**src/common/core_pkg.sv**
```systemverilog
// ==============================
// Core package
// Shared constants and payload types for the
// UART echo path and the UDP echo filter
// ==============================

`default_nettype none

package core_pkg;

    // UDP destination port that gets echoed back
    localparam logic [15:0] echo_port = 16'd1234;

    // 125 MHz clock, 115200 baud
    localparam int uart_default_clks_per_bit = 1085;

    // Default FIFO depths in entries
    localparam int uart_fifo_default_depth = 256;
    localparam int udp_fifo_default_depth  = 8192;

    // One serial data byte
    typedef logic [7:0] uart_byte_t;

    // One UDP payload beat, user marks a bad frame
    typedef struct packed {
        logic [7:0] data;
        logic       last;
        logic       user;
    } udp_beat_t;

    // UDP and IPv4 header fields
    typedef logic [15:0] udp_port_t;
    typedef logic [31:0] ipv4_addr_t;
    typedef logic [15:0] udp_length_t;

endpackage

`default_nettype wire
```
**src/uart/uart_rx.sv**
```systemverilog
// ==============================
// UART receiver
// 8N1 serial input, sampled at bit centres,
// one-cycle strobe per good byte
// ==============================

`timescale 1ns/1ps
`default_nettype none

module uart_rx #(
    parameter int clks_per_bit = core_pkg::uart_default_clks_per_bit
) (
    input  wire                  clk,
    input  wire                  rst,
    input  wire                  i_rxd,
    output core_pkg::uart_byte_t o_data,
    output logic                 o_valid
);

    localparam int cnt_w = $clog2(clks_per_bit + 1);
    localparam logic [cnt_w-1:0] full_cnt = cnt_w'(clks_per_bit - 1);
    localparam logic [cnt_w-1:0] half_cnt = cnt_w'(clks_per_bit / 2 - 1);

    typedef enum logic [1:0] {
        st_idle,
        st_start,
        st_data,
        st_stop
    } state_t;

    state_t               state;
    logic [1:0]           rxd_sync;
    logic                 rxd;
    logic [cnt_w-1:0]     clk_cnt;
    logic [2:0]           bit_idx;
    core_pkg::uart_byte_t shift_reg;

    // Two-stage synchronizer, line idles high
    always_ff @(posedge clk) begin
        if (rst) begin
            rxd_sync <= 2'b11;
        end else begin
            rxd_sync <= {rxd_sync[0], i_rxd};
        end
    end

    assign rxd = rxd_sync[1];

    always_ff @(posedge clk) begin
        if (rst) begin
            state   <= st_idle;
            clk_cnt <= '0;
            bit_idx <= '0;
            o_valid <= 1'b0;
        end else begin
            o_valid <= 1'b0;
            case (state)
                st_idle: begin
                    clk_cnt <= '0;
                    bit_idx <= '0;
                    if (!rxd) begin
                        state <= st_start;
                    end
                end
                st_start: begin
                    // Glitch shorter than half a bit goes back to idle
                    if (clk_cnt == half_cnt) begin
                        clk_cnt <= '0;
                        state   <= rxd ? st_idle : st_data;
                    end else begin
                        clk_cnt <= clk_cnt + 1'b1;
                    end
                end
                st_data: begin
                    if (clk_cnt == full_cnt) begin
                        clk_cnt <= '0;
                        bit_idx <= bit_idx + 1'b1;
                        if (bit_idx == 3'd7) begin
                            state <= st_stop;
                        end
                    end else begin
                        clk_cnt <= clk_cnt + 1'b1;
                    end
                end
                default: begin
                    // Low stop bit means a framing error, byte is dropped
                    if (clk_cnt == full_cnt) begin
                        clk_cnt <= '0;
                        state   <= st_idle;
                        o_valid <= rxd;
                    end else begin
                        clk_cnt <= clk_cnt + 1'b1;
                    end
                end
            endcase
        end
    end

    // LSB arrives first
    always_ff @(posedge clk) begin
        if (state == st_data && clk_cnt == full_cnt) begin
            shift_reg <= {rxd, shift_reg[7:1]};
        end
    end

    assign o_data = shift_reg;

endmodule

`default_nettype wire

```
**config.mk**
```make
export PLATFORM = sky130hd
export DESIGN_NAME = uart_rx
export DESIGN_NICKNAME = d
export VERILOG_FILES = /design/src/common/core_pkg.sv /design/src/uart/uart_rx.sv
export SDC_FILE = /design/constraint.sdc
export NUM_CORES = 1
export LEC_CHECK = 0
export ABC_AREA = 1
export BUFFER_PORTS_ARGS = -buffer_cell sky130_fd_sc_hd__clkbuf_2
export CAP_MARGIN = 20
export CORE_ASPECT_RATIO = 1.2
export CORE_MARGIN = 2
export CORE_UTILIZATION = 40
export CTS_CLUSTER_SIZE = 30
export DETAILED_ROUTE_END_ITERATION = 8
export GPL_TIMING_DRIVEN = 0
export SLEW_MARGIN = 20
export SYNTH_ARGS = -nofsm -noshare
export SYNTH_HDL_FRONTEND = slang
export SYNTH_SLANG_ARGS = --single-unit
```
**constraint.sdc**
```tcl
create_clock -name clk -period 3.95 [get_ports clk]
set_input_delay 0.395 -clock clk [delete_from_list [all_inputs] [get_ports clk]]
set_output_delay 0.395 -clock clk [all_outputs]
set_load 0.01 [all_outputs]
```
==> impl_metrics.csv <==
group,metric,value,unit
timing,fin_crit_sh,0.446,
synthesis,synth_area,1310,um2
timing,setup_ws,2.19,ns
global_route,antenna_found_initial,0,
clock_network,clk_latency,0.32,ns
global_route,first_global_vias,865,
timing,relSlewSlack,0.572,
setup_path,cp.required,3.91,ns
timing,finClkSkew,0.0116,ns
synthesis,yosys.cell_types.count,28,
finish,finish.instance_area,1430,um2
finish,syn_to_final_growth,9.67,%
drt,drt_iter0_drc,12,
setup_path,worstPathArrival,1.72,ns
global_route,grt_max_degree,15,
floorplanning,core_area,3080,um2
synthesis,ys_seq_area_frac,0.475,
status,status,"finished, final reports clean",
job,max-cap-violations,0,
floorplanning,rows,22,
finish,fin_nets,171,
clock_network,clockRootBuffer,"clkbuf_4",
finish,layout.cells.non_filler,194,
clock_network,numClockSinks,27,
clock_network,cts_htree_levels,1,
place,dp.cells,190,
setup_path,worst_setup_path_end_kind,"flop",
place,pre_cts_ws,2.15,ns
synthesis,syn_inst,143,
timing,post-route-min-period,1.76,ns
drt,wl,2030,um
drt,via_count,913,
finish,final_cell_mix,"19 x inv_1, 19 x dfxtp_1, 18 x nor2_1",
drt,wl_per_cell,10.5,um
clock_network,hold_buffers,0,
floorplanning,initial_core_util,0.424,
drt,first_pass_iters,4,
clock_network,cts.clk_slew.worst_paths,0.14,ns
global_route,grt_pass1_wl,3620,um
timing,setup_tns,0,ns
global_route,grt-ovfl-total,0,
place,dpl.hpwl,1580,um
timing,hold_viol,0,
place,gp_congestion,0.730,
place,numPortBuffers,11,
global_route,grt_util_all_layers,0.124,
drt,vias_per_cell,4.71,
drt,drc_errors,0,
clock_network,post_cts_buffers,0,
synthesis,ys_warn_count,0,
drt,ant_nets,0,
synthesis,synth_nets,155,
clock_network,cts_inserted_buffers,3,
setup_path,path_class,"flop to flop",
power,p_per_area,357,nW/um2
timing,finalMaxSlewViolations,0,
timing,rsz0062_at_grt,"no",
floorplanning,die-area,3740,um2
timing,setup_viol,0,
min_path,hold_class,"input port to flop",
clock_network,cts_resized,0,
floorplanning,io-pin-count,12,
floorplanning,die_w,56.2,um
finish,diodes,0,
timing,fmax,568,MHz
clock_network,clock_path_buffers,2,
synthesis,synth_seq_cells,27,
floorplanning,die_h,66.6,um
power,peakVddDrop,0.168,mV
power,leakagePower,0.555,nW
finish,fin_util,0.465,
place,postPlaceCellArea,1410,um2
timing,tightestPinTransition,0.640,ns
clock_network,cts_tree,"yes",
finish,drive_above_1_share,0.241,
setup_path,worstPathMaxFanout,8,
setup_path,cp-start-kind,"flop",
synthesis,synth_area_per_cell,9.13,um2
## layer usage
| metal | routed length (um) | vias to the layer above | global-route usage | part of all wire |
|---|---|---|---|---|
| met5 | 0 | - | 0 | 0 |
| met4 | 48 | 0 | 0.0565 | 0.024 |
| met3 | 57 | 6 | 0.0194 | 0.028 |
| met2 | 971 | 16 | 0.210 | 0.48 |
| met1 | 955 | 408 | 0.154 | 0.47 |
| li1 | - | 483 | - | - |
## critical path, stage by stage, from the launching register on
cell     delay [ns]
dfxtp_1        0.37
inv_1          0.07
ha_1           0.13
nand2_1        0.08
nor2_4         0.14
nand4_1        0.11
nor2_1         0.51
## path summary, 6_finish.rpt
kind	start	slack, ns	depth (start not counted)	end
worst min register to register	rxd_sync[0]	0.43	1	rxd_sync[1]
worst max-delay path	clk_cnt[0]	2.19	6	o_data[2]
worst min-delay path	i_rxd	0.25	2	rxd_sync[0]
worst max register to register	clk_cnt[0]	2.19	6	o_data[2]
## power breakdown
group	switching, mW	internal (mW)
logic	0.0587	0.0368
clock network	0.0760	0.0395
registers	0.00916	0.292
total	0.144	0.368
## Yosys cell counts
cell type	n	area, um2
a31oi_1	1	6.26
nor3_1	3	15.0
nor2_2	2	12.5
nor2_1	18	67.6
a211oi_2	1	12.5
a21oi_1	6	30.0
nor3b_1	1	7.51
nor3_2	2	20.0
nand2_1	17	63.8
nor2_4	3	33.8
xor2_1	1	8.76
nand3_1	2	10.0
o21bai_1	1	7.51
nor3b_2	1	12.5
buf_6	1	11.3
nand2_2	5	31.3
nand4_1	4	25.0
ha_1	9	113
dfxtp_1	19	380
nand3_2	1	10.0
inv_2	4	15.0
inv_1	19	71.3
o21ai_0	5	25.0
nand2_4	2	22.5
xnor2_1	4	35.0
o22ai_1	1	6.26
edfxtp_1	8	240
or2_2	2	12.5
## cells by family (layout without fill, tap and decap cells)
kind of cell	count (synthesis)	after routing	synth area share
and+or+nand+nor	63	63	0.263
buffers and inverters	24	39	0.0747
DFF	27	27	0.475
AOI/OAI and AO/OA	15	15	0.0671
xor gates and xnor gates	5	5	0.0335
adders and majority gates	9	9	0.0862
## layout make-up
type	instances	area, um2
fill	316	1650
sequential	27	621
tap	36	45.0
timing repair buffer	11	55.1
clock buffer	4	26.3
multi-input combinational	92	588
inverter	23	86.3
buffer	1	11.3
## metrics by stage
stage,hold WS [ns],total power [mW]
2_1_floorplan,0.389,0.385
3_3_place_gp,0.395,0.402
3_5_place_dp,0.399,0.405
4_1_cts,0.234,0.523
5_1_grt,0.228,0.546
6_report,0.246,0.512
## flip-flops by register name, indices dropped and copies added (netlist names)
signal	flops
bit_idx	3
clk_cnt	11
o_data	8
o_valid	1
rxd_sync	2
state	2
Note: power is estimated with default switching activity, not from simulation.
