### src/verilog/stream_fifo.sv
// ==============================
// Stream FIFO
// Circular buffer, first word falls through,
// payload type set by parameter
// ==============================

`timescale 1ns/1ps
`default_nettype none

module stream_fifo #(
    parameter type payload_t = logic [7:0],
    parameter int  depth     = 16
) (
    input  wire      clk,
    input  wire      rst,
    input  payload_t i_data,
    input  wire      i_valid,
    output logic     o_ready,
    output payload_t o_data,
    output logic     o_valid,
    input  wire      i_ready
);

    localparam int ptr_w = (depth > 1) ? $clog2(depth) : 1;
    localparam int cnt_w = $clog2(depth + 1);
    localparam logic [ptr_w-1:0] last_ptr = ptr_w'(depth - 1);

    payload_t         mem [depth];
    logic [ptr_w-1:0] wr_ptr;
    logic [ptr_w-1:0] rd_ptr;
    logic [cnt_w-1:0] count;
    logic             do_wr;
    logic             do_rd;

    assign o_ready = count != cnt_w'(depth);
    assign o_valid = count != '0;
    assign do_wr   = i_valid && o_ready;
    assign do_rd   = o_valid && i_ready;

    // Head entry is always on the output
    assign o_data = mem[rd_ptr];

    always_ff @(posedge clk) begin
        if (do_wr) begin
            mem[wr_ptr] <= i_data;
        end
    end

    always_ff @(posedge clk) begin
        if (rst) begin
            wr_ptr <= '0;
            rd_ptr <= '0;
            count  <= '0;
        end else begin
            if (do_wr) begin
                wr_ptr <= (wr_ptr == last_ptr) ? '0 : wr_ptr + 1'b1;
            end
            if (do_rd) begin
                rd_ptr <= (rd_ptr == last_ptr) ? '0 : rd_ptr + 1'b1;
            end
            case ({do_wr, do_rd})
                2'b10:   count <= count + 1'b1;
                2'b01:   count <= count - 1'b1;
                default: count <= count;
            endcase
        end
    end

endmodule

`default_nettype wire

### config.mk
export PLATFORM = sky130hd
export DESIGN_NAME = stream_fifo
export DESIGN_NICKNAME = d
export VERILOG_FILES = /design/src/verilog/stream_fifo.sv
export SDC_FILE = /design/constraint.sdc
export NUM_CORES = 1
export LEC_CHECK = 0
export CORE_UTILIZATION = 38
export CTS_BUF_LIST = sky130_fd_sc_hd__clkbuf_4 sky130_fd_sc_hd__clkbuf_8
export DETAILED_ROUTE_END_ITERATION = 12
export DONT_BUFFER_PORTS = 1
export GPL_TIMING_DRIVEN = 0
export MAX_ROUTING_LAYER = met4
export SLEW_MARGIN = 20
export SYNTH_ARGS = -nofsm -noshare
export SYNTH_HDL_FRONTEND = slang
export SYNTH_SLANG_ARGS = --single-unit
### constraint.sdc
create_clock -name clk -period 2.6 [get_ports clk]
set_input_delay 0.13 -clock clk [delete_from_list [all_inputs] [get_ports clk]]
set_output_delay 0.13 -clock clk [all_outputs]
set_load 0.02 [all_outputs]
==> results <==
- The run finished with clean final reports.
- The flip-flop and latch count after synthesis is 145.
- The total die area is 0.0161 mm2.
- The number of global-route vias before repair came to 2913.
- Counting flops with an async set or reset pin after synthesis yields a share of 0%.
- The category of the worst setup path launch point is a flip-flop.
- Summing every instance area after synthesis gives 0.00591 mm2.
- The number of enable flip-flop cells after synthesis is 128.
- The critical path runs through a total of 10 cells.
- The post-CTS clock slew at the launch and capture registers of the worst setup and hold paths is 0.07 ns.
- The worst hold path passes through 3 cells.
- For this design the static power due to leakage is 2.20 nW.
- The congestion estimate from routability-driven global placement came to 0.734.
- The period utilization is 97.2%.
- The total number of yosys warnings is 0.
- Dividing the synthesized area by the synthesized cell count gives 20.0 um2.
- The flip-flop cell with the highest count after synthesis is sky130_fd_sc_hd__edfxtp_1.
- The count of buffers from port buffering is 0.
- The final-report hold violation count is 0.
- The number of standard cells in the layout, taps in and fillers out is 538.
- The final routed wire length divided by cell count is 22.2 um.
- At the worst endpoint, the arrival time is 2.85 ns.
- In the synthesized netlist, the number of instances is 296.
- The total I/O pin count is 22.
- The number of maximum-capacitance violations is 0.
- The first global-routing pass estimated 18000 um of wire.
- The number of antenna diodes in the final layout is 0.
- The die height is 127 um.
- The synthesized net count is 316.
- The final layout contains routed wiring with a total length of 11900 um.
- For this run, the top clock speed supported by timing is 0.395 GHz.
- The fill cell total of the finished layout is 1295.
- Once placement completed, the tool counted placed cells totaling 490.
- The global router's overall resource usage is 16.5%.
- The critical path class is flip-flop to flip-flop.
- In this run the remaining antenna-violating nets after routing total 0.
- The number of buffers and inverters on the critical path is 1.
- Power spread over the standard cell area amounts to 869 mW/mm2.
- The average vias per placed instance is 5.35.
- The number of buffers added by the clock tree synthesis step is 17.
- The number of remaining DRC errors is 0.
- By count the netlist is led by sky130_fd_sc_hd__edfxtp_1 (128), sky130_fd_sc_hd__mux4_2 (26), sky130_fd_sc_hd__dfxtp_1 (17).
- Setup slack on the critical path of the routed design comes to 0.0715 ns.
- The worst hold path belongs to the class input pin to flip-flop.
- The initial utilization of the core area, before any placement, comes to 38.9%.
- On the worst path, the slowest cell contributes a delay of 0.58 ns.
- The final hold slack is 0.0489 ns.
- The HPWL after detailed placement is 7410 um.
- The kind of cell with the highest combined delay along the critical path is simple AND/OR/NAND/NOR gates.
- The share of synthesized area occupied by flip-flops and latches is 70.8%.
- Of the cells placed in the final design, the portion with a size suffix greater than 1 is 28.3%.
- The longest clock path from root to sink contains 2 buffers.
- The maximum level of the CTS H-tree is 4.
- The required arrival time at the worst endpoint is 2.92 ns.
- Measured along the x axis, the die boundary spans 127 um.
- The maximum fanout encountered on the critical timing path is 3.
- For this run, the detailed router's first-pass iteration total came to 4.
- The number of nets in the finished design is 358.
- The placed instances occupy a cell area of 0.00625 mm2.
- The total overflow left after global routing is 0.
- Summed over all instances, the cell type with the most area after synthesis is sky130_fd_sc_hd__edfxtp_1.
- The TritonCTS sink count is 145.
- After routing the design area is 0.00680 mm2.
- The cell depth of the worst flop-to-flop path is 10.
- The core utilization of the finished layout is 44.7%.
- The max-slew violation count is 0.
- The slew at the pin closest to its max-slew limit is 0.851 ns.
- Entering global routing, the biggest net connects 17 pins.
- Clock latency on the worst-skew pair, taken at its later pin, is 0.44 ns.
- Setup violations remaining at the end of the flow were counted as 0.
- The share of synthesized area in the top cell type comes to 65.0%.
- The number of library cell types mapped by synthesis is 39.
- The critical path's slowest cell is sky130_fd_sc_hd__or4_4.
- The first routing iteration left 318 violations.
- The number of rows in the core area is 45.
- The cell at the root of the clock tree is sky130_fd_sc_hd__clkbuf_8.
- The worst relative slew slack is 43.1%.
- Setup repair after global routing could not meet its margin everywhere.
- Walking the worst path, the cells encountered are or4_4, o21ai_4, inv_2, ha_4, xor2_2, ha_2, and3b_1, o21ai_1, a31oi_1, mux2_2.
- In the post-synthesis netlist, the cell with the most instances is sky130_fd_sc_hd__edfxtp_1.
- The largest voltage drop on the vdd net is 0.668 mV.
- TritonCTS built the clock tree.
- The core region is 0.0152 mm2.
- OpenSTA, run right after detailed placement, puts the worst setup slack at -0.291 ns.
- STA classifies the critical path endpoint as a flip-flop.
- The initial antenna violation count was 0.
- Subtracting the final worst setup slack from the clock period gives 2.53 ns.
- For this block, the via count after detailed routing is 2880.
- The area growth from synthesis to layout is 15.0%.
- The clock skew is 0.0113 ns.
- After synthesis, the cell types taking the most area are sky130_fd_sc_hd__edfxtp_1 (65%), sky130_fd_sc_hd__mux4_2 (9.9%), sky130_fd_sc_hd__mux4_1 (6.2%).
-- state kept, by name, summed over array words and instances (netlist names), named ones only --
name / flops
wr_ptr: 4
mem: 128
rd_ptr: 4
count: 5
-- cell usage in the layout, fill, tap and decap left out, types with 4 or more instances in the layout --
cell | netlist | routed
sky130_fd_sc_hd__inv_1 | 5 | 4
sky130_fd_sc_hd__dfxtp_1 | 17 | 14
sky130_fd_sc_hd__nor2_1 | 10 | 10
sky130_fd_sc_hd__and2_1 | 13 | 13
sky130_fd_sc_hd__o21ai_0 | 6 | 5
sky130_fd_sc_hd__edfxtp_1 | 128 | 128
sky130_fd_sc_hd__ha_1 | 8 | 5
sky130_fd_sc_hd__clkbuf_8 | 0 | 17
sky130_fd_sc_hd__mux4_1 | 14 | 14
sky130_fd_sc_hd__nand2_1 | 6 | 6
sky130_fd_sc_hd__buf_4 | 2 | 15
sky130_fd_sc_hd__mux4_2 | 26 | 26
sky130_fd_sc_hd__dlygate4sd3_1 | 0 | 11
sky130_fd_sc_hd__xor2_1 | 5 | 4
sky130_fd_sc_hd__a21oi_1 | 9 | 9
sky130_fd_sc_hd__buf_2 | 6 | 7
sky130_fd_sc_hd__nor4b_2 | 0 | 4
-- per-stage QoR --
step | power, mW | setup TNS (ns)
CTS | 5.91 | -0.0184
floorplan | 3.82 | -0.0586
global placement | 4.08 | -33.40
detailed placement | 4.12 | -0.429
finish | 5.91 | 0
global route | 6.16 | -0.00573
-- per-layer routing --
metal  GRT usage [%]  vias up  share of wire [%]
met5               -        -                  0
met4            5.81        0                1.7
met3            4.89       11                5.4
met2            25.1       83                 48
met1            21.2     1490                 45
li1                -     1296                  -
-- logic make-up after synthesis --
family                   Yosys count  synth area share, %
buffers and inverters             21                 2.43
AO/OA/AOI/OAI                     26                 2.79
multiplexers                      45                 17.0
flip-flops                       145                 70.8
AND/OR/NAND/NOR                   46                 4.55
adder cells (fa/ha/maj)            8                 1.69
XOR/XNOR                           5                0.741
-- final timing paths --
path | slack, ns | startpoint | endpoint
worst min register to register | 0.52 | wr_ptr[0]$_SDFFE_PP0P_ | wr_ptr[0]$_SDFFE_PP0P_
worst max register to register | 0.07 | count[1]$_SDFFE_PP0P_ | count[4]$_SDFFE_PP0P_
worst min-delay path | 0.05 | i_valid | wr_ptr[3]$_SDFFE_PP0P_
worst max-delay path | 0.07 | count[1]$_SDFFE_PP0P_ | count[4]$_SDFFE_PP0P_
-- cell type report --
type / count / area [um2] / area share, %
flip-flops and latches: 145 / 4190 / 61.6
multi-input cells: 130 / 1660 / 24.4
clock buffers: 20 / 256 / 3.77
well taps: 188 / 235 / 3.46
repair buffers: 27 / 223 / 3.27
clock inverters: 11 / 114 / 1.67
plain buffers: 12 / 100 / 1.47
inverters: 5 / 18.8 / 0.276
-- report_power, final --
group	leakage (nW)	total [mW]	internal, mW	switching (mW)
logic	0.718	1.51	0.758	0.756
registers	1.30	2.71	2.64	0.0709
clock network	0.186	1.69	0.869	0.819
-- tightest hold or removal path: stages --
cell and delay, ns:
sky130_fd_sc_hd__o2111a_1 0.17, sky130_fd_sc_hd__nand2_1 0.07, sky130_fd_sc_hd__a21oi_1 0.05
-- what timing repair did --
action / in CTS / in global routing
gates resized for setup: 8 / 3
pin swaps: 6 / 6
setup buffers: 8 / 2
hold buffers: 11 / 0
gates cloned: 0 / 0
setup endpoints to repair: 2 / 1
hold endpoints to repair: 135 / 0
(Power assumes the default switching activity.)
