**config.mk**
```make
export PLATFORM = sky130hd
export DESIGN_NAME = udp_echo_filter
export DESIGN_NICKNAME = d
export VERILOG_FILES = /design/src/common/core_pkg.sv /design/src/verilog/udp_echo_filter.sv
export SDC_FILE = /design/constraint.sdc
export NUM_CORES = 1
export LEC_CHECK = 0
export ABC_AREA = 1
export BUFFER_PORTS_ARGS = -buffer_cell sky130_fd_sc_hd__clkbuf_2
export CAP_MARGIN = 10
export CORE_AREA = 2 2 65 67
export CTS_CLUSTER_DIAMETER = 100
export DETAILED_ROUTE_END_ITERATION = 6
export DIE_AREA = 0 0 67 69
export PLACE_DENSITY = 0.77
export SLEW_MARGIN = 25
export SYNTH_ARGS = -nofsm -noshare
export SYNTH_HDL_FRONTEND = slang
export SYNTH_SLANG_ARGS = --single-unit
```
**constraint.sdc**
```tcl
create_clock -name clk -period 0.9 [get_ports clk]
set_input_delay 0.135 -clock clk [delete_from_list [all_inputs] [get_ports clk]]
set_output_delay 0.135 -clock clk [all_outputs]
set_load 0.005 [all_outputs]
```
**src/common/core_pkg.sv**
```systemverilog
// ==============================
// Core package
// Shared constants and payload types for the
// UART echo path and the UDP echo filter
// ==============================

`default_nettype none

package core_pkg;

    // UDP destination port that gets echoed back
    localparam logic [15:0] echo_port = 16'd1234;

    // 125 MHz clock, 115200 baud
    localparam int uart_default_clks_per_bit = 1085;

    // Default FIFO depths in entries
    localparam int uart_fifo_default_depth = 256;
    localparam int udp_fifo_default_depth  = 8192;

    // One serial data byte
    typedef logic [7:0] uart_byte_t;

    // One UDP payload beat, user marks a bad frame
    typedef struct packed {
        logic [7:0] data;
        logic       last;
        logic       user;
    } udp_beat_t;

    // UDP and IPv4 header fields
    typedef logic [15:0] udp_port_t;
    typedef logic [31:0] ipv4_addr_t;
    typedef logic [15:0] udp_length_t;

endpackage

`default_nettype wire
```
**src/verilog/udp_echo_filter.sv**
```systemverilog
// ==============================
// UDP echo filter
// Forwards frames for the echo port with the
// header turned around, consumes all others
// ==============================

`timescale 1ns/1ps
`default_nettype none

module udp_echo_filter (
    input  wire                   clk,
    input  wire                   rst,

    // Receive header
    input  wire                   i_rx_hdr_valid,
    output logic                  o_rx_hdr_ready,
    input  core_pkg::ipv4_addr_t  i_rx_src_ip,
    input  core_pkg::udp_port_t   i_rx_src_port,
    input  core_pkg::udp_port_t   i_rx_dest_port,
    input  core_pkg::udp_length_t i_rx_length,

    // Transmit header
    output logic                  o_tx_hdr_valid,
    input  wire                   i_tx_hdr_ready,
    output core_pkg::ipv4_addr_t  o_tx_dest_ip,
    output core_pkg::udp_port_t   o_tx_src_port,
    output core_pkg::udp_port_t   o_tx_dest_port,
    output core_pkg::udp_length_t o_tx_length,

    // Payload steering
    input  wire                   i_rx_payload_valid,
    input  wire                   i_rx_payload_last,
    output logic                  o_rx_payload_ready,
    output logic                  o_fifo_valid,
    input  wire                   i_fifo_ready
);

    logic match;
    logic hdr_xfer;
    logic last_xfer;
    // Set between header transfer and last payload byte
    logic frame_active;
    logic frame_fwd;

    assign match = i_rx_dest_port == core_pkg::echo_port;

    // No new header until the current payload is done
    assign o_tx_hdr_valid = i_rx_hdr_valid && match && !frame_active;
    assign o_rx_hdr_ready = !frame_active && (!match || i_tx_hdr_ready);

    // Reply goes back to the sender
    assign o_tx_dest_ip   = i_rx_src_ip;
    assign o_tx_src_port  = i_rx_dest_port;
    assign o_tx_dest_port = i_rx_src_port;
    assign o_tx_length    = i_rx_length;

    assign o_fifo_valid       = frame_active && frame_fwd && i_rx_payload_valid;
    // Dropped payload is always consumed
    assign o_rx_payload_ready = frame_active && (frame_fwd ? i_fifo_ready : 1'b1);

    assign hdr_xfer  = i_rx_hdr_valid && o_rx_hdr_ready;
    assign last_xfer = i_rx_payload_valid && o_rx_payload_ready && i_rx_payload_last;

    // Decision is taken once per frame and held
    always_ff @(posedge clk) begin
        if (rst) begin
            frame_active <= 1'b0;
            frame_fwd    <= 1'b0;
        end else if (hdr_xfer) begin
            frame_active <= 1'b1;
            frame_fwd    <= match;
        end else if (last_xfer) begin
            frame_active <= 1'b0;
        end
    end

endmodule

`default_nettype wire

```
==> run metrics, run 1 <==
CTS Buffer Depth 2; H-Tree Depth 1; Layout area overhead -22.2%; Rows 23; worst slew pin tran roughly 0.19 ns; Die Width between 60 and 70 um; I/O Buffers 42; synth warn 0; GRT Util Overall 7.17%; Cell Chain, Critical Path nor2_4 > and3_4 > buf_6; # DRC 0; Iter 0 DRT Violations 9; Rel. slew slack between 80% and 90%; Mean Syn Cell Area approximately 6.9 sq um; final hold vios 0; antenna diode count 0; Mapped Area roughly 800 sq um; Tmin final between 1 and 1.5 ns; Clock Sinks 2; slowest stage cell, crit path dfxtp_2; largest net degree at the start of global routing 4; Mapped Nets about 210; pwr dens 1010 nW/um^2; failing checks negative setup slack; Clock Skew 0.000983 ns; Core Area 3910 sq um; Critical Path Sink Type output pin; setup ws final -0.145 ns; initial antenna violation count 0; LEAKAGE 0.342 nW; Max Cap Viol 0; worst setup path startpoint frame_active; total number of vias roughly 500; Final Max Tran Viols 0; DR WL/cell ~12 um; RSZ-0062 raised after global routing yes; most frequent cells in the layout clkbuf_2 (39), inv_1 (8), nand2_1 (7); HP Start rst; Initial Util between 20% and 30%; reg2reg start frame_active; outcome finished, violations left; grt total ovfl 0; clock buffer count from CTS 3; commonest non-fill, non-tap cell in the layout clkbuf_2; Req. time, crit path about 0.76 ns; post-route ant nets 0; DP Wirelength around 1400 um; Root Driver clkbuf_8; I/O Pins ~170; CTS tree yes; CP peak stage delay 0.32 ns; kind of critical path reg2out; vias in the first global route around 470; Nets 180; share of cells above drive strength 1 about three quarters; DRT Wirelength between 1500 and 2000 um; DR vias/cell between 3 and 4; chip height ~69 um; CP Max Fanout 2; Post-Syn Instances 119; iteration count of the initial detailed-routing pass 2; Min Hold Slack 0.0941 ns; Setup WS pre-CTS -0.122 ns; fin util 16.2%; Worst VDD drop 243 uV; FMAX around 960 MHz; Worst Hold Class in2reg; gpl congestion ~0.62; critical path launch point type flop; Design Power about 0.64 mW; Reg clk slew, reported paths ~0.030 ns; Setup Viol. Count Final 6; Worst Path Arrival between 0.9 and 1 ns; Final Cycle Share 116%; Clock Latency Late Sink 0.21 ns; first-pass GRT wire length between 2000 and 2500 um; die area 4620 sq um; Seq/Total Area, Yosys about 4.9%; Netlist cell types 14; synthesis-stage register bit count 2
path summary, 6_finish.rpt:
path / slack (ns) / cells past startpoint / endpoint
worst max-delay path: -0.15 / 3 / o_tx_hdr_valid
worst min-delay path: 0.09 / 2 / frame_fwd
worst max register to register: -0.13 / 7 / frame_fwd
worst min register to register: 0.46 / 2 / frame_fwd
cells by family (layout without fill, tap and decap cells):
group	Yosys count	after routing	synth area share (%)
DFF	2	2	4.91
and+or+nand+nor	25	25	15.0
AOI/OAI and AO/OA	3	3	2.30
buffers and inverters	89	61	77.8
report_power, final:
group          internal [mW]  switching, mW  total, mW  leakage (nW)
Combinational          0.107         0.0832      0.190         0.303
Clock                  0.283         0.0722      0.355        0.0216
Sequential            0.0940        0.00416     0.0982        0.0172
area by class of cell:
cell class,instances,area (sq um)
Fill cell,470,3280
Timing Repair Buffer,49,277
Multi-Input combinational cell,28,178
Tap cell,50,62.6
Sequential cell,2,42.5
Clock buffer,3,41.3
Inverter,9,33.8
state kept, by name, indices dropped and copies added, names as in the netlist:
register,cells
frame_fwd,1
frame_active,1
stage by stage:
step | cells | area, sq um | TNS (ns)
after floorplan | 119 | 816 | 0
after global placement | 135 | 518 | -0.345
after detailed placement | 135 | 518 | -0.388
after CTS | 140 | 593 | -0.772
after global routing | 141 | 634 | -0.994
final | 141 | 634 | -0.685
cells in the mapped netlist, drive strengths merged:
| master | n | area [sq um] |
|---|---|---|
| nand3 | 2 | 15.0 |
| inv | 9 | 33.8 |
| nand2 | 9 | 38.8 |
| a21oi | 2 | 13.8 |
| dfxtp | 2 | 40.0 |
| o21ai | 1 | 5.00 |
| nand4 | 1 | 6.26 |
| buf | 80 | 601 |
| nor2 | 12 | 55.1 |
| and3 | 1 | 7.51 |
layer usage:
metal	up-vias	global-route usage (%)	share of wire [%]
li1	222	-	-
met1	197	4.64	23
met2	40	9.57	46
met3	39	4.89	18
met4	0	12.5	13
met5	-	0	0
critical path, delay by kind of cell, from the launching register on:
kind | cells | cell delay [ns]
flip-flops | 1 | 0.32
AND/OR/NAND/NOR | 2 | 0.28
buffers and inverters | 1 | 0.09
what timing repair did:
item	4_1_cts	5_1_grt
buffers inserted	3	1
resized for setup	6	12
hold buffers	0	0
endpoints found under the setup margin	5	6
pin swaps	4	4
Note: power is estimated with default switching activity, not from simulation.
==> run 2, diff against run 1 <==
--- a/config.mk
+++ b/config.mk
@@ -8,11 +8,13 @@
 export ABC_AREA = 1
 export BUFFER_PORTS_ARGS = -buffer_cell sky130_fd_sc_hd__clkbuf_2
 export CAP_MARGIN = 10
-export CORE_AREA = 2 2 65 67
+export CELL_PAD_IN_SITES_DETAIL_PLACEMENT = 0
+export CELL_PAD_IN_SITES_GLOBAL_PLACEMENT = 1
+export CORE_MARGIN = 2
+export CORE_UTILIZATION = 13
 export CTS_CLUSTER_DIAMETER = 100
 export DETAILED_ROUTE_END_ITERATION = 6
-export DIE_AREA = 0 0 67 69
-export PLACE_DENSITY = 0.77
+export PLACE_DENSITY = 0.88
 export SLEW_MARGIN = 25
 export SYNTH_ARGS = -nofsm -noshare
 export SYNTH_HDL_FRONTEND = slang
==> run 2 against run 1 <==
The flow still finishes with violations (negative setup slack). Core utilization shrank 5.4 points. Sequential power is 2.0% lower. Sequential share of layout area decreased by 0.16 points. Combinational power about the same. Final cell count rose by 16%. Worst setup slack improved by 0.0011 ns. Maximum frequency rose by 0.10%. Design area is 2.4% higher. Clock power hardly changed. Critical path type unchanged. Largest cell class unchanged. Largest power group unchanged.
==> run metrics, run 2 (synthesized netlist as in run 1, its figures left out) <==
outcome finished, violations left; failing checks negative setup slack; RSZ-0062 raised after global routing yes; Critical Path Sink Type output pin; DRT Wirelength about 1500 um; largest net degree at the start of global routing 4; Clock Latency Late Sink 0.21 ns; GRT Util Overall under 10%; area of the multi-input gates approximately 190 sq um; DP Cell Count between 150 and 200; Nets approximately 180; grt total ovfl 0; register area 42.5 sq um; Final Cycle Share 116%; chip height 83.2 um; die area about 7000 sq um; total number of vias a little under 500; Rows 28; commonest non-fill, non-tap cell in the layout clkbuf_2; setup ws final -0.144 ns; Worst Path Buf+Inv 1; Min Hold Slack between 0.1 and 0.15 ns; vias in the first global route around 470; Worst Hold Class in2reg; Rel. slew slack about nine tenths; Cell Chain, Critical Path nor2_2 > and3_4 > clkbuf_2; FMAX 958 MHz; initial antenna violation count 0; Setup Viol. Count Final 5; CTS tree yes; Worst Path Arrival around 0.9 ns; slowest stage cell, crit path dfxtp_2; Design Power 0.639 mW; fillers roughly 700; fin util between 10% and 20%; Initial Util 13.6%; clock buffer count from CTS 3; Core Area 5990 sq um; post-route design area between 600 and 700 sq um; Clock Skew between 0.002 and 0.0025 ns; Die Width 83.2 um; largest registers frame_active x1, frame_fwd x1; Fin Setup TNS -0.514 ns; Post-DP Area ~540 sq um; H-Tree Depth 1; share of cells above drive strength 1 80.7%; antenna diode count 0; pwr dens 983 nW/um^2; gpl congestion 0.741; DR WL/cell approximately 9.1 um; Root Driver clkbuf_8; Iter 0 DRT Violations 0; worst slew pin tran about 0.17 ns; I/O Pins around 170; # DRC 0; Max Cap Viol 0; iteration count of the initial detailed-routing pass 1; Reg clk slew, reported paths roughly 0.030 ns; most frequent cells in the layout clkbuf_2 (40), inv_1 (7), nor2_2 (5), nand2_1 (5); Worst VDD drop around 320 uV; final hold vios 0; critical path launch point type flop; LEAKAGE around 0.32 nW; Post-Layout Cell Count around 160; CP Max Fanout 2; CP delay by family, top flip-flops; CP peak stage delay 0.31 ns; Req. time, crit path roughly 0.76 ns; first-pass GRT wire length roughly 2000 um; CTS Buffer Depth 2; Tmin final between 1 and 1.5 ns; Final Max Tran Viols 0; DR vias/cell just under 3; # hold bufs at CTS 0; kind of critical path reg2out; Layout area overhead -20.4%; Clock Sinks 2; I/O Buffers between 40 and 50; Setup WS pre-CTS -0.149 ns; post-route ant nets 0
-- run 2: cell types whose count changed in the layout (fill, tap and decap cells not counted), moves of 2 or more --
cell	before	now
buf_6	3	1
nand2_1	7	5
nand2_2	2	4
nor2_1	5	3
nor2_2	3	5
-- run 2: worst register-to-register path, cell delays in order, from the launching register on --
cell	delay, ns
dfxtp_2	0.32
nor2_2	0.04
buf_4	0.12
buf_4	0.13
nand2_2	0.08
nand2_2	0.05
a21oi_2	0.11
-- run 2: power breakdown --
group / switching [mW] / internal [mW] / leakage (nW)
clock: 0.0701 / 0.283 / 0.0216
combinational: 0.0872 / 0.102 / 0.285
sequential: 0.00225 / 0.0939 / 0.0172
-- run 2: final timing paths --
| path | from | end | slack (ns) | cells past startpoint |
|---|---|---|---|---|
| worst max register to register | frame_active | frame_fwd | -0.02 | 6 |
| worst min-delay path | rst | frame_fwd | 0.11 | 2 |
| worst max-delay path | frame_active | o_tx_hdr_valid | -0.14 | 3 |
| worst min register to register | frame_fwd | frame_fwd | 0.46 | 2 |
-- run 2: cell type report --
type / instances / share of cell area [%]
inverter: 9 / 5.20
timing repair buffer: 46 / 38.0
clock buffer: 3 / 6.36
tap: 75 / 14.5
sequential: 2 / 6.55
multi-input combinational: 28 / 29.5
-- run 2: repair_timing --
action | in CTS | in global routing
gates resized for setup | 2 | 20
endpoints found under the setup margin | 4 | 6
setup buffers | 0 | 1
pin swaps | 1 | 9
endpoints found under the hold margin | 0 | 0
-- run 2: metal layers --
metal	vias up	share of wire, %	track usage (%)	routed length [um]
li1	216	-	-	-
met1	199	26	2.66	382
met2	41	50	6.01	742
met3	30	14	1.19	212
met4	0	9.8	5.66	145
met5	-	0	0	0
