File: src/common/core_pkg.sv
// ==============================
// Core package
// Shared constants and payload types for the
// UART echo path and the UDP echo filter
// ==============================

`default_nettype none

package core_pkg;

    // UDP destination port that gets echoed back
    localparam logic [15:0] echo_port = 16'd1234;

    // 125 MHz clock, 115200 baud
    localparam int uart_default_clks_per_bit = 1085;

    // Default FIFO depths in entries
    localparam int uart_fifo_default_depth = 256;
    localparam int udp_fifo_default_depth  = 8192;

    // One serial data byte
    typedef logic [7:0] uart_byte_t;

    // One UDP payload beat, user marks a bad frame
    typedef struct packed {
        logic [7:0] data;
        logic       last;
        logic       user;
    } udp_beat_t;

    // UDP and IPv4 header fields
    typedef logic [15:0] udp_port_t;
    typedef logic [31:0] ipv4_addr_t;
    typedef logic [15:0] udp_length_t;

endpackage

`default_nettype wire
File: src/uart/uart_tx.sv
// ==============================
// UART transmitter
// 8N1 serial output with a busy level
// ==============================

`timescale 1ns/1ps
`default_nettype none

module uart_tx #(
    parameter int clks_per_bit = core_pkg::uart_default_clks_per_bit
) (
    input  wire                  clk,
    input  wire                  rst,
    input  core_pkg::uart_byte_t i_data,
    input  wire                  i_valid,
    output logic                 o_txd,
    output logic                 o_busy
);

    localparam int cnt_w = $clog2(clks_per_bit + 1);
    localparam logic [cnt_w-1:0] full_cnt = cnt_w'(clks_per_bit - 1);

    logic [cnt_w-1:0] clk_cnt;
    logic [3:0]       bit_cnt;
    // Data bits followed by the stop bit
    logic [8:0]       frame;
    logic             load;
    logic             bit_end;

    assign load    = i_valid && !o_busy;
    assign bit_end = o_busy && (clk_cnt == full_cnt);

    always_ff @(posedge clk) begin
        if (rst) begin
            o_busy  <= 1'b0;
            o_txd   <= 1'b1;
            clk_cnt <= '0;
            bit_cnt <= '0;
        end else if (load) begin
            // Start bit goes out right away
            o_busy  <= 1'b1;
            o_txd   <= 1'b0;
            clk_cnt <= '0;
            bit_cnt <= '0;
        end else if (bit_end) begin
            clk_cnt <= '0;
            if (bit_cnt == 4'd9) begin
                o_busy <= 1'b0;
            end else begin
                o_txd   <= frame[0];
                bit_cnt <= bit_cnt + 1'b1;
            end
        end else if (o_busy) begin
            clk_cnt <= clk_cnt + 1'b1;
        end
    end

    always_ff @(posedge clk) begin
        if (load) begin
            frame <= {1'b1, i_data};
        end else if (bit_end) begin
            frame <= {1'b1, frame[8:1]};
        end
    end

endmodule

`default_nettype wire

File: config.mk
export PLATFORM = sky130hd
export DESIGN_NAME = uart_tx
export DESIGN_NICKNAME = d
export VERILOG_FILES = /design/src/common/core_pkg.sv /design/src/uart/uart_tx.sv
export SDC_FILE = /design/constraint.sdc
export NUM_CORES = 1
export LEC_CHECK = 0
export BUFFER_PORTS_ARGS = -buffer_cell sky130_fd_sc_hd__buf_4
export CORE_ASPECT_RATIO = 1.1
export CORE_MARGIN = 4
export CORE_UTILIZATION = 41
export CTS_CLUSTER_SIZE = 10
export DETAILED_ROUTE_END_ITERATION = 6
export REMOVE_ABC_BUFFERS = 1
export SLEW_MARGIN = 10
export SYNTH_ARGS = -nofsm -noshare
export SYNTH_HDL_FRONTEND = slang
export SYNTH_SLANG_ARGS = --single-unit
File: constraint.sdc
create_clock -name clk -period 4.6 [get_ports clk]
set_input_delay 0 -clock clk [delete_from_list [all_inputs] [get_ports clk]]
set_output_delay 0 -clock clk [all_outputs]
set_load 0.02 [all_outputs]
==> flow_summary.json, run 1 <==
{
  "status": "completed",
  "p_leak_nw": 0.5055,
  "gr-usage-met3_pct": 2.213,
  "cp-end-kind": "flop",
  "slew_headroom_pct": 45.42,
  "ys_seq_area_share_pct": 50.00,
  "start_util_pct": 44.40,
  "synth_edf_count": 8,
  "ys.flop_type": "dfxtp_1",
  "crit_path_max_fanout": 10,
  "cp_data_required_time_ps": 4820,
  "setup_tns_ps": 0,
  "synth_area_um2": 1161,
  "antenna_cells": 0,
  "reg2reg_slack_ps": 2450,
  "cts-root-buf": "clkbuf_4",
  "antenna_found_initial": 0,
  "yosys.area.top_type": "dfxtp_1",
  "grt_pass1_wl_mm": 3.581,
  "crit_type": "flop to flop",
  "clkLatencyLatePin_ps": 320,
  "gr-max-usage-layer": "met2",
  "ys_types": 33,
  "cts_tree": "yes",
  "fin_worst_skew_ps": 5.940,
  "post-route-period-util_pct": 46.79,
  "synth_top_cell_area_share_pct": 29.31,
  "nets": 145,
  "clock-sinks": 25,
  "dr.pass1.iters": 4,
  "synth_area_leaders": "dfxtp_1 29%, edfxtp_1 21%, mux2_2 6.8%",
  "r2r-start": "o_busy",
  "grt.total_usage_pct": 12.10,
  "worst-r2r-cell-count": 5,
  "drv_slew": 0,
  "postCtsSetupBuffers": 0,
  "cap_violations": 0,
  "hp-class": "primary input to flop",
  "viasPerCell": 4.844,
  "syn_area_per_cell_um2": 10.95,
  "async_flop_share_pct": 0,
  "ir_drop_mv": 0.1847,
  "hp-start": "i_valid",
  "worstPathArrival_ps": 2380,
  "grt-ovfl-total": 0,
  "startpoint_type": "flop",
  "die_h_um": 63.82,
  "die-area_um2": 3748,
  "yosysWarnings": 0,
  "portBuffers": 12,
  "clk_path_buf_depth": 2,
  "rows": 19,
  "wl_mm": 2.029,
  "holdPathStages": 3,
  "num-fill-cells": 248,
  "ioPinCount": 13,
  "rsz0062_at_grt": "false",
  "dp_hpwl_mm": 1.477,
  "grt_max_degree": 16,
  "grt_util_met2_pct": 19.75,
  "worst_pin_slew_ps": 817.0,
  "ys_ff_latch": 25,
  "hold_viol_final": 0,
  "cts_buffers": 3,
  "min_to": "o_txd",
  "num_vias": 775,
  "p_total_mw": 0.3788,
  "cts.htree.levels": 1,
  "dieWidth_um": 58.74,
  "grt_pass1_vias": 790,
  "clkSlewWorstSetupHoldPaths_ps": 140,
  "fin_hold_ws_ps": 249.0,
  "ant_nets": 0,
  "core_um2": 2615,
  "syn2layout_area_growth_pct": 20.37,
  "use_met1_pct": 15.47,
  "drc": 0,
  "setup_viol": 0,
  "r2r-end": "o_busy",
  "fin_crit_ps": 2152,
  "place.gp.congestion": 0.7254,
  "initialDrtViolationCount": 22,
  "fmax_ghz": 0.4646,
  "wire_per_inst_um": 12.68,
  "powerDensity_nw_per_um2": 271.0,
  "drive_above_1_share_pct": 20.93,
  "synthCells": 106
}
## cell type report
cell class | count | area, um^2 | share of cell area [%]
Timing Repair Buffer | 22 | 190.2 | 13.61
Clock inverter | 1 | 7.507 | 0.5372
Tap cell | 31 | 38.79 | 2.775
Inverter | 5 | 18.77 | 1.343
Clock buffer | 3 | 22.52 | 1.611
Multi-Input combinational cell | 73 | 539.3 | 38.59
Sequential cell | 25 | 580.6 | 41.54
## timing repair
action                                 in CTS  in global routing
hold buffers                               10                  0
resized for setup                           0                  0
endpoints found under the hold margin      14                  0
## layer usage
metal  up-vias  routed length (um)
li1        411                   -
met1       355                 940
met2         7                 991
met3         2                  80
met4         0                  16
met5         -                   0
## sequential cells by signal, indices dropped and copies added (netlist names)
register / cells
o_busy: 1
bit_cnt: 4
clk_cnt: 11
frame: 8
o_txd: 1
## stage by stage
stage	instance area, um^2	util, %	cells	setup WS, ps
after global routing	1398	53.45	160	2333
after global placement	1267	48.47	146	2648
after CTS	1398	53.45	160	2444
final	1398	53.45	160	2448
after floorplan	1139	-	103	2669
after detailed placement	1267	48.47	146	2581
## Yosys cell counts (all sizes together) (2+ instances only)
master and count:
nand3 3, ha 4, nand2 3, nor4 3
xnor2 6, nor2 16, buf 2, inv 5
xor2 6, dfxtp 17, mux2i 2, nand4 4
mux2 7, nand2b 3, edfxtp 8, a211oi 2
## worst max path at each step
stage | startpoint | to | slack [ps] | cells past startpoint
detailed placement | o_busy | clk_cnt[0] | 2580 | 4
global route | o_busy | o_busy | 2330 | 5
CTS | o_busy | o_busy | 2440 | 5
finish | o_busy | o_busy | 2450 | 5
floorplan | o_busy | frame[0] | 2670 | 3
global placement | o_busy | frame[7] | 2650 | 3
## placed cells by master, fill, tap and decap left out, drive strengths merged
master,count
nand4,4
xor2,6
a21oi,1
clkbuf,3
nand2,3
nor3,1
inv,5
mux2i,2
nor2b,1
and3,1
mux2,7
nand4bb,1
and2,1
dfxtp,17
nand3b,1
nor4,3
or3,1
nor2,16
clkinvlp,1
edfxtp,8
o21bai,1
buf,12
a21bo,1
nand3,3
and3b,1
nand2b,3
xnor2,6
and4,1
or3b,1
or2,1
ha,4
dlygate4sd3,10
a211oi,2
## report_power, final
part / switching (mW) / leakage (nW) / internal, mW
Clock: 0.0667 / 0.0139 / 0.0332
Sequential: 0.00426 / 0.212 / 0.236
Combinational: 0.0156 / 0.279 / 0.0231
## worst max-delay path: stages (launching register included)
cell	delay, ps
dfxtp_1	550
or3b_4	450
or3_1	360
inv_1	70
a211oi_1	60
dlygate4sd3_1	560
## cell families (layout without fill, tap and decap cells)
kind of cell | count (synthesis) | in the layout | share of synthesized area, %
simple gates | 43 | 43 | 21.34
flops | 25 | 25 | 50.00
xor+xnor | 12 | 12 | 9.052
mux | 9 | 9 | 8.513
buf+inv | 8 | 31 | 3.556
compound gates | 5 | 5 | 3.232
fa+ha+maj | 4 | 4 | 4.311
Note: power is estimated with default switching activity, not from simulation.
==> run 2, diff against run 1 <==
--- a/config.mk
+++ b/config.mk
@@ -5,6 +5,7 @@
 export SDC_FILE = /design/constraint.sdc
 export NUM_CORES = 1
 export LEC_CHECK = 0
+export ABC_AREA = 1
 export BUFFER_PORTS_ARGS = -buffer_cell sky130_fd_sc_hd__buf_4
 export CORE_ASPECT_RATIO = 1.1
 export CORE_MARGIN = 4
==> constraint.sdc (replaced) <==
create_clock -name clk -period 1.9 [get_ports clk]
set_input_delay 0 -clock clk [delete_from_list [all_inputs] [get_ports clk]]
set_output_delay 0 -clock clk [all_outputs]
set_load 0.02 [all_outputs]
==> run 2 against run 1 <==
Compared with the run above: synthesized area grew 19%; fmax grew 34%; critical path depth grew 2; synthesized cell count grew 59%; clock skew grew 5.3 ps.
==> flow_summary.json, run 2 <==
{
  "status": "completed",
  "rows": 21,
  "grt_pass1_vias": 1081,
  "placedCellCount": 212,
  "synth_area_leaders": "dfxtp_1 25%, edfxtp_1 17%, nand2_1 13%",
  "dieWidth_um": 63.32,
  "crit_type": "flop to flop",
  "setup_tns_ps": 0,
  "antenna_cells": 0,
  "reg_top3": "clk_cnt x11, frame x8, bit_cnt x4",
  "yosys.area.top_type": "dfxtp_1",
  "final_common_cell": "nand2_1",
  "drive_above_1_share_pct": 23.96,
  "drv_slew": 0,
  "dp_hpwl_mm": 1.965,
  "p_leak_nw": 0.6897,
  "antenna_found_initial": 0,
  "fin_cells": 226,
  "syn2layout_area_growth_pct": 17.04,
  "place_area_um2": 1485,
  "synth_top_cell_area_share_pct": 24.66,
  "cp-end-kind": "flop",
  "cts_buffers": 3,
  "regMostFlops": "clk_cnt",
  "final_area_um2": 1615,
  "async_flop_share_pct": 0,
  "worst_pin_slew_ps": 389.3,
  "p_total_mw": 0.9339,
  "grt-ovfl-total": 0,
  "place_ws_ps": 352.8,
  "wire_per_inst_um": 11.37,
  "fin_hold_ws_ps": 476.2,
  "grt_pass1_wl_mm": 4.581,
  "hp-class": "primary input to flop",
  "ys_ff_latch": 25,
  "layout_common_cells": "48 x nand2_1, 21 x inv_1, 17 x dfxtp_1, 12 x nor2_1, 12 x buf_4",
  "ys_types": 29,
  "cp_data_required_time_ps": 2130,
  "rsz0062_at_grt": "false",
  "fin_worst_skew_ps": 11.22,
  "num_vias": 1103,
  "dr.pass1.iters": 5,
  "initialDrtViolationCount": 42,
  "fin_crit_ps": 1606,
  "powerDensity_nw_per_um2": 578.1,
  "startpoint_type": "flop",
  "cts.htree.levels": 1,
  "yosysWarnings": 0,
  "synth_most_common_cell": "nand2_1",
  "setup_viol": 0,
  "crit_path_max_fanout": 11,
  "ys_seq_area_share_pct": 42.07,
  "grt_max_degree": 16,
  "ys.flop_type": "dfxtp_1",
  "layout_setup_ws_ps": 293.9,
  "synth_area_um2": 1380,
  "synthCells": 169,
  "worstPathArrival_ps": 1840,
  "largest_register_ff_count": 11,
  "hold_viol_final": 0,
  "clkSlewWorstSetupHoldPaths_ps": 150,
  "synth_edf_count": 8,
  "clock-sinks": 25,
  "cap_violations": 0,
  "postCtsSetupBuffers": 0,
  "synth_commonest_cells": "48 x nand2_1, 21 x inv_1, 17 x dfxtp_1, 12 x nor2_1",
  "post-route-period-util_pct": 84.53,
  "clk_path_buf_depth": 2,
  "cts_tree": "yes",
  "syn_area_per_cell_um2": 8.166,
  "cts-root-buf": "clkbuf_4",
  "final_util_pct": 51.66,
  "start_util_pct": 44.14,
  "viasPerCell": 4.881,
  "ir_drop_mv": 0.2954,
  "ioPinCount": 13,
  "clkLatencyLatePin_ps": 320,
  "portBuffers": 12,
  "die-area_um2": 4359,
  "slew_headroom_pct": 74.01,
  "drc": 0,
  "place.gp.congestion": 0.7597,
  "grt.total_usage_pct": 13.13,
  "reg2reg_slack_ps": 290,
  "wl_mm": 2.570,
  "die_h_um": 68.85,
  "ant_nets": 0,
  "core_um2": 3127,
  "fmax_ghz": 0.6226,
  "nets": 208
}
-- run 2: layer usage --
layer	part of all wire [%]	GRT usage, %
met1	45	16.13
met2	50	24.11
met3	4.1	1.945
met4	0.82	4.043
met5	0	0
-- run 2: layout make-up --
class,instances,area [um^2]
fillers,313,1511
repair buffers,22,190.2
multi-input cells,118,683.2
clock inverters,1,7.507
clock buffers,3,22.52
inverters,23,88.84
flip-flops and latches,25,580.6
well taps,34,42.54
-- run 2: critical path, stage by stage (launching register included) --
cell     delay (ps)
dfxtp_1         410
inv_1            90
ha_1            200
nand3_1         140
inv_1            70
nand3_2          90
nand3_2         280
nor3_1          250
-- run 2: logic make-up (layout without fill, tap and decap cells) --
| logic type | after synthesis | in the layout | share of synthesized area [%] |
|---|---|---|---|
| AND/OR/NAND/NOR | 101 | 101 | 39.17 |
| buffers and inverters | 26 | 49 | 8.431 |
| flip-flops | 25 | 25 | 42.07 |
| AO/OA/AOI/OAI | 9 | 9 | 4.171 |
| adder cells (fa/ha/maj) | 4 | 4 | 3.627 |
| XOR/XNOR | 4 | 4 | 2.539 |
-- run 2: timing repair --
| action | CTS | global route |
|---|---|---|
| endpoints found under the hold margin | 14 | 0 |
| hold buffers | 10 | 0 |
| gates resized for setup | 0 | 0 |
-- run 2: worst paths after layout --
path	cells after the start	from	to
worst max-delay path	7	clk_cnt[0]	clk_cnt[2]
worst min register to register	2	bit_cnt[3]	bit_cnt[3]
worst max register to register	7	clk_cnt[0]	clk_cnt[2]
worst min-delay path	3	i_data[7]	frame[7]
-- run 2: where the power goes --
part,switching [mW],internal (mW)
Combinational,0.0591,0.0504
Sequential,0.0101,0.572
Clock,0.162,0.0804
==> run 3, diff against run 2 <==
==> constraint.sdc (replaced) <==
create_clock -name clk -period 1.3 [get_ports clk]
set_input_delay 0 -clock clk [delete_from_list [all_inputs] [get_ports clk]]
set_output_delay 0 -clock clk [all_outputs]
set_load 0.02 [all_outputs]
==> run 3 against run 2 <==
Compared with the run above: the flow now finishes with violations (setup timing); global-route usage rose by 0.87 points; non-clock buffer count is 14 higher; critical path depth rose by 2; largest power group unchanged; routed wire length up 9.1%; power is 49% higher; first-iteration DRC count down 31%; register-to-register slack got worse by 330 ps; highest routed layer unchanged.
==> flow_summary.json, run 3 (synthesis results as in run 2) <==
{
  "place_area_um2": 1588,
  "hold_viol_final": 0,
  "die-area_um2": 4359,
  "regMostFlops": "clk_cnt",
  "cp-end-kind": "flop",
  "portBuffers": 12,
  "clkLatencyLatePin_ps": 310,
  "antenna_cells": 0,
  "drive_above_1_share_pct": 35.44,
  "place.gp.congestion": 0.8446,
  "worst_pin_slew_ps": 249.7,
  "clk_path_buf_depth": 2,
  "grt_pass1_vias": 1205,
  "post-route-period-util_pct": 102.6,
  "grt_max_degree": 15,
  "fmax_ghz": 0.7500,
  "core_um2": 3127,
  "crit_type": "flop to flop",
  "dieWidth_um": 63.32,
  "slew_headroom_pct": 83.33,
  "grt.total_usage_pct": 14.00,
  "clock-sinks": 25,
  "powerDensity_nw_per_um2": 760.2,
  "fin_crit_ps": 1333,
  "holdPathStages": 3,
  "die_h_um": 68.85,
  "num_vias": 1155,
  "final_area_um2": 1826,
  "grt-ovfl-total": 0,
  "layout_setup_ws_ps": -33.27,
  "fin_worst_skew_ps": 6.412,
  "fin_hold_ws_ps": 24.67,
  "nets": 222,
  "final_util_pct": 58.38,
  "rows": 21,
  "dr.pass1.iters": 2,
  "dp_hpwl_mm": 2.003,
  "final_common_cell": "nand2_1",
  "drc": 0,
  "ir_drop_mv": 0.4491,
  "worstPathArrival_ps": 1560,
  "crit_path_max_fanout": 7,
  "cts_buffers": 3,
  "cap_violations": 0,
  "drv_slew": 0,
  "violations": "setup timing",
  "r2r-start": "clk_cnt[1]",
  "hp-start": "i_valid",
  "reg_top3": "clk_cnt x11, frame x8, bit_cnt x4",
  "startpoint_type": "flop",
  "p_total_mw": 1.388,
  "reg2reg_slack_ps": -30,
  "cts_tree": "yes",
  "wl_mm": 2.803,
  "syn2layout_area_growth_pct": 32.28,
  "setup_viol": 2,
  "hp-class": "primary input to flop",
  "grt_pass1_wl_mm": 4.878,
  "place_ws_ps": -35.72,
  "cts.htree.levels": 1,
  "clkSlewWorstSetupHoldPaths_ps": 130,
  "worst-r2r-cell-count": 9,
  "rsz0062_at_grt": "true",
  "cp_data_required_time_ps": 1530,
  "antenna_found_initial": 0,
  "largest_register_ff_count": 11,
  "p_leak_nw": 0.7980,
  "initialDrtViolationCount": 29,
  "status": "finished with violations",
  "layout_common_cells": "47 x nand2_1, 24 x buf_4, 19 x inv_1, 13 x dfxtp_1, 11 x nor2_1",
  "viasPerCell": 4.813,
  "r2r-end": "bit_cnt[2]",
  "cts-root-buf": "clkbuf_4",
  "ioPinCount": 13,
  "min_to": "o_busy",
  "wire_per_inst_um": 11.68,
  "ant_nets": 0,
  "start_util_pct": 44.14
}
-- run 3: final cells by class --
class	instances	area (um^2)
clock inverter	1	5.005
timing repair buffer	36	312.8
inverter	23	88.84
tap	34	42.54
sequential	25	588.1
fill	287	1301
clock buffer	3	22.52
multi-input combinational	118	765.7
-- run 3: routing by layer --
| layer | track usage [%] | vias up | part of all wire [%] |
|---|---|---|---|
| li1 | - | 609 | - |
| met2 | 27.27 | 9 | 52 |
| met5 | 0 | - | 0 |
| met3 | 2.107 | 4 | 1.8 |
| met4 | 6.199 | 0 | 1.1 |
| met1 | 15.28 | 533 | 45 |
-- run 3: how the worst max path moves through the flow --
| stage | startpoint | to | slack, ps |
|---|---|---|---|
| floorplan | o_busy | frame[0] | -80 |
| global placement | clk_cnt[0] | frame[1] | 10 |
| detailed placement | clk_cnt[0] | bit_cnt[1] | -40 |
| CTS | clk_cnt[0] | bit_cnt[1] | -20 |
| global route | clk_cnt[1] | bit_cnt[2] | -110 |
| finish | clk_cnt[1] | bit_cnt[2] | -30 |
-- run 3: per-stage QoR --
step / TNS (ps) / std cells
6_report: -35.08 / 240
5_1_grt: -684.1 / 240
4_1_cts: -22.99 / 238
3_5_place_dp: -194.6 / 224
3_3_place_gp: 0 / 224
2_1_floorplan: -981.6 / 166
-- run 3: repair_timing --
item / 4_1_cts / 5_1_grt
hold endpoints to repair: 14 / 0
pin swaps: 1 / 11
hold buffers: 9 / 0
buffers inserted: 1 / 2
gates resized for setup: 4 / 20
endpoints found under the setup margin: 18 / 25
-- run 3: worst max-delay path, cell delays in order, from the launching register on --
cell and delay [ps]:
dfxtp_2 350, inv_2 70, ha_4 140, nand3_4 80
buf_6 130, nor2_4 200, buf_6 120, nand4_1 60
nand2_1 70, nor2_1 30
-- run 3: where the power goes --
group / internal, mW / switching, mW
Sequential: 0.835 / 0.0116
Combinational: 0.0925 / 0.101
Clock: 0.115 / 0.233
Total: 1.04 / 0.345
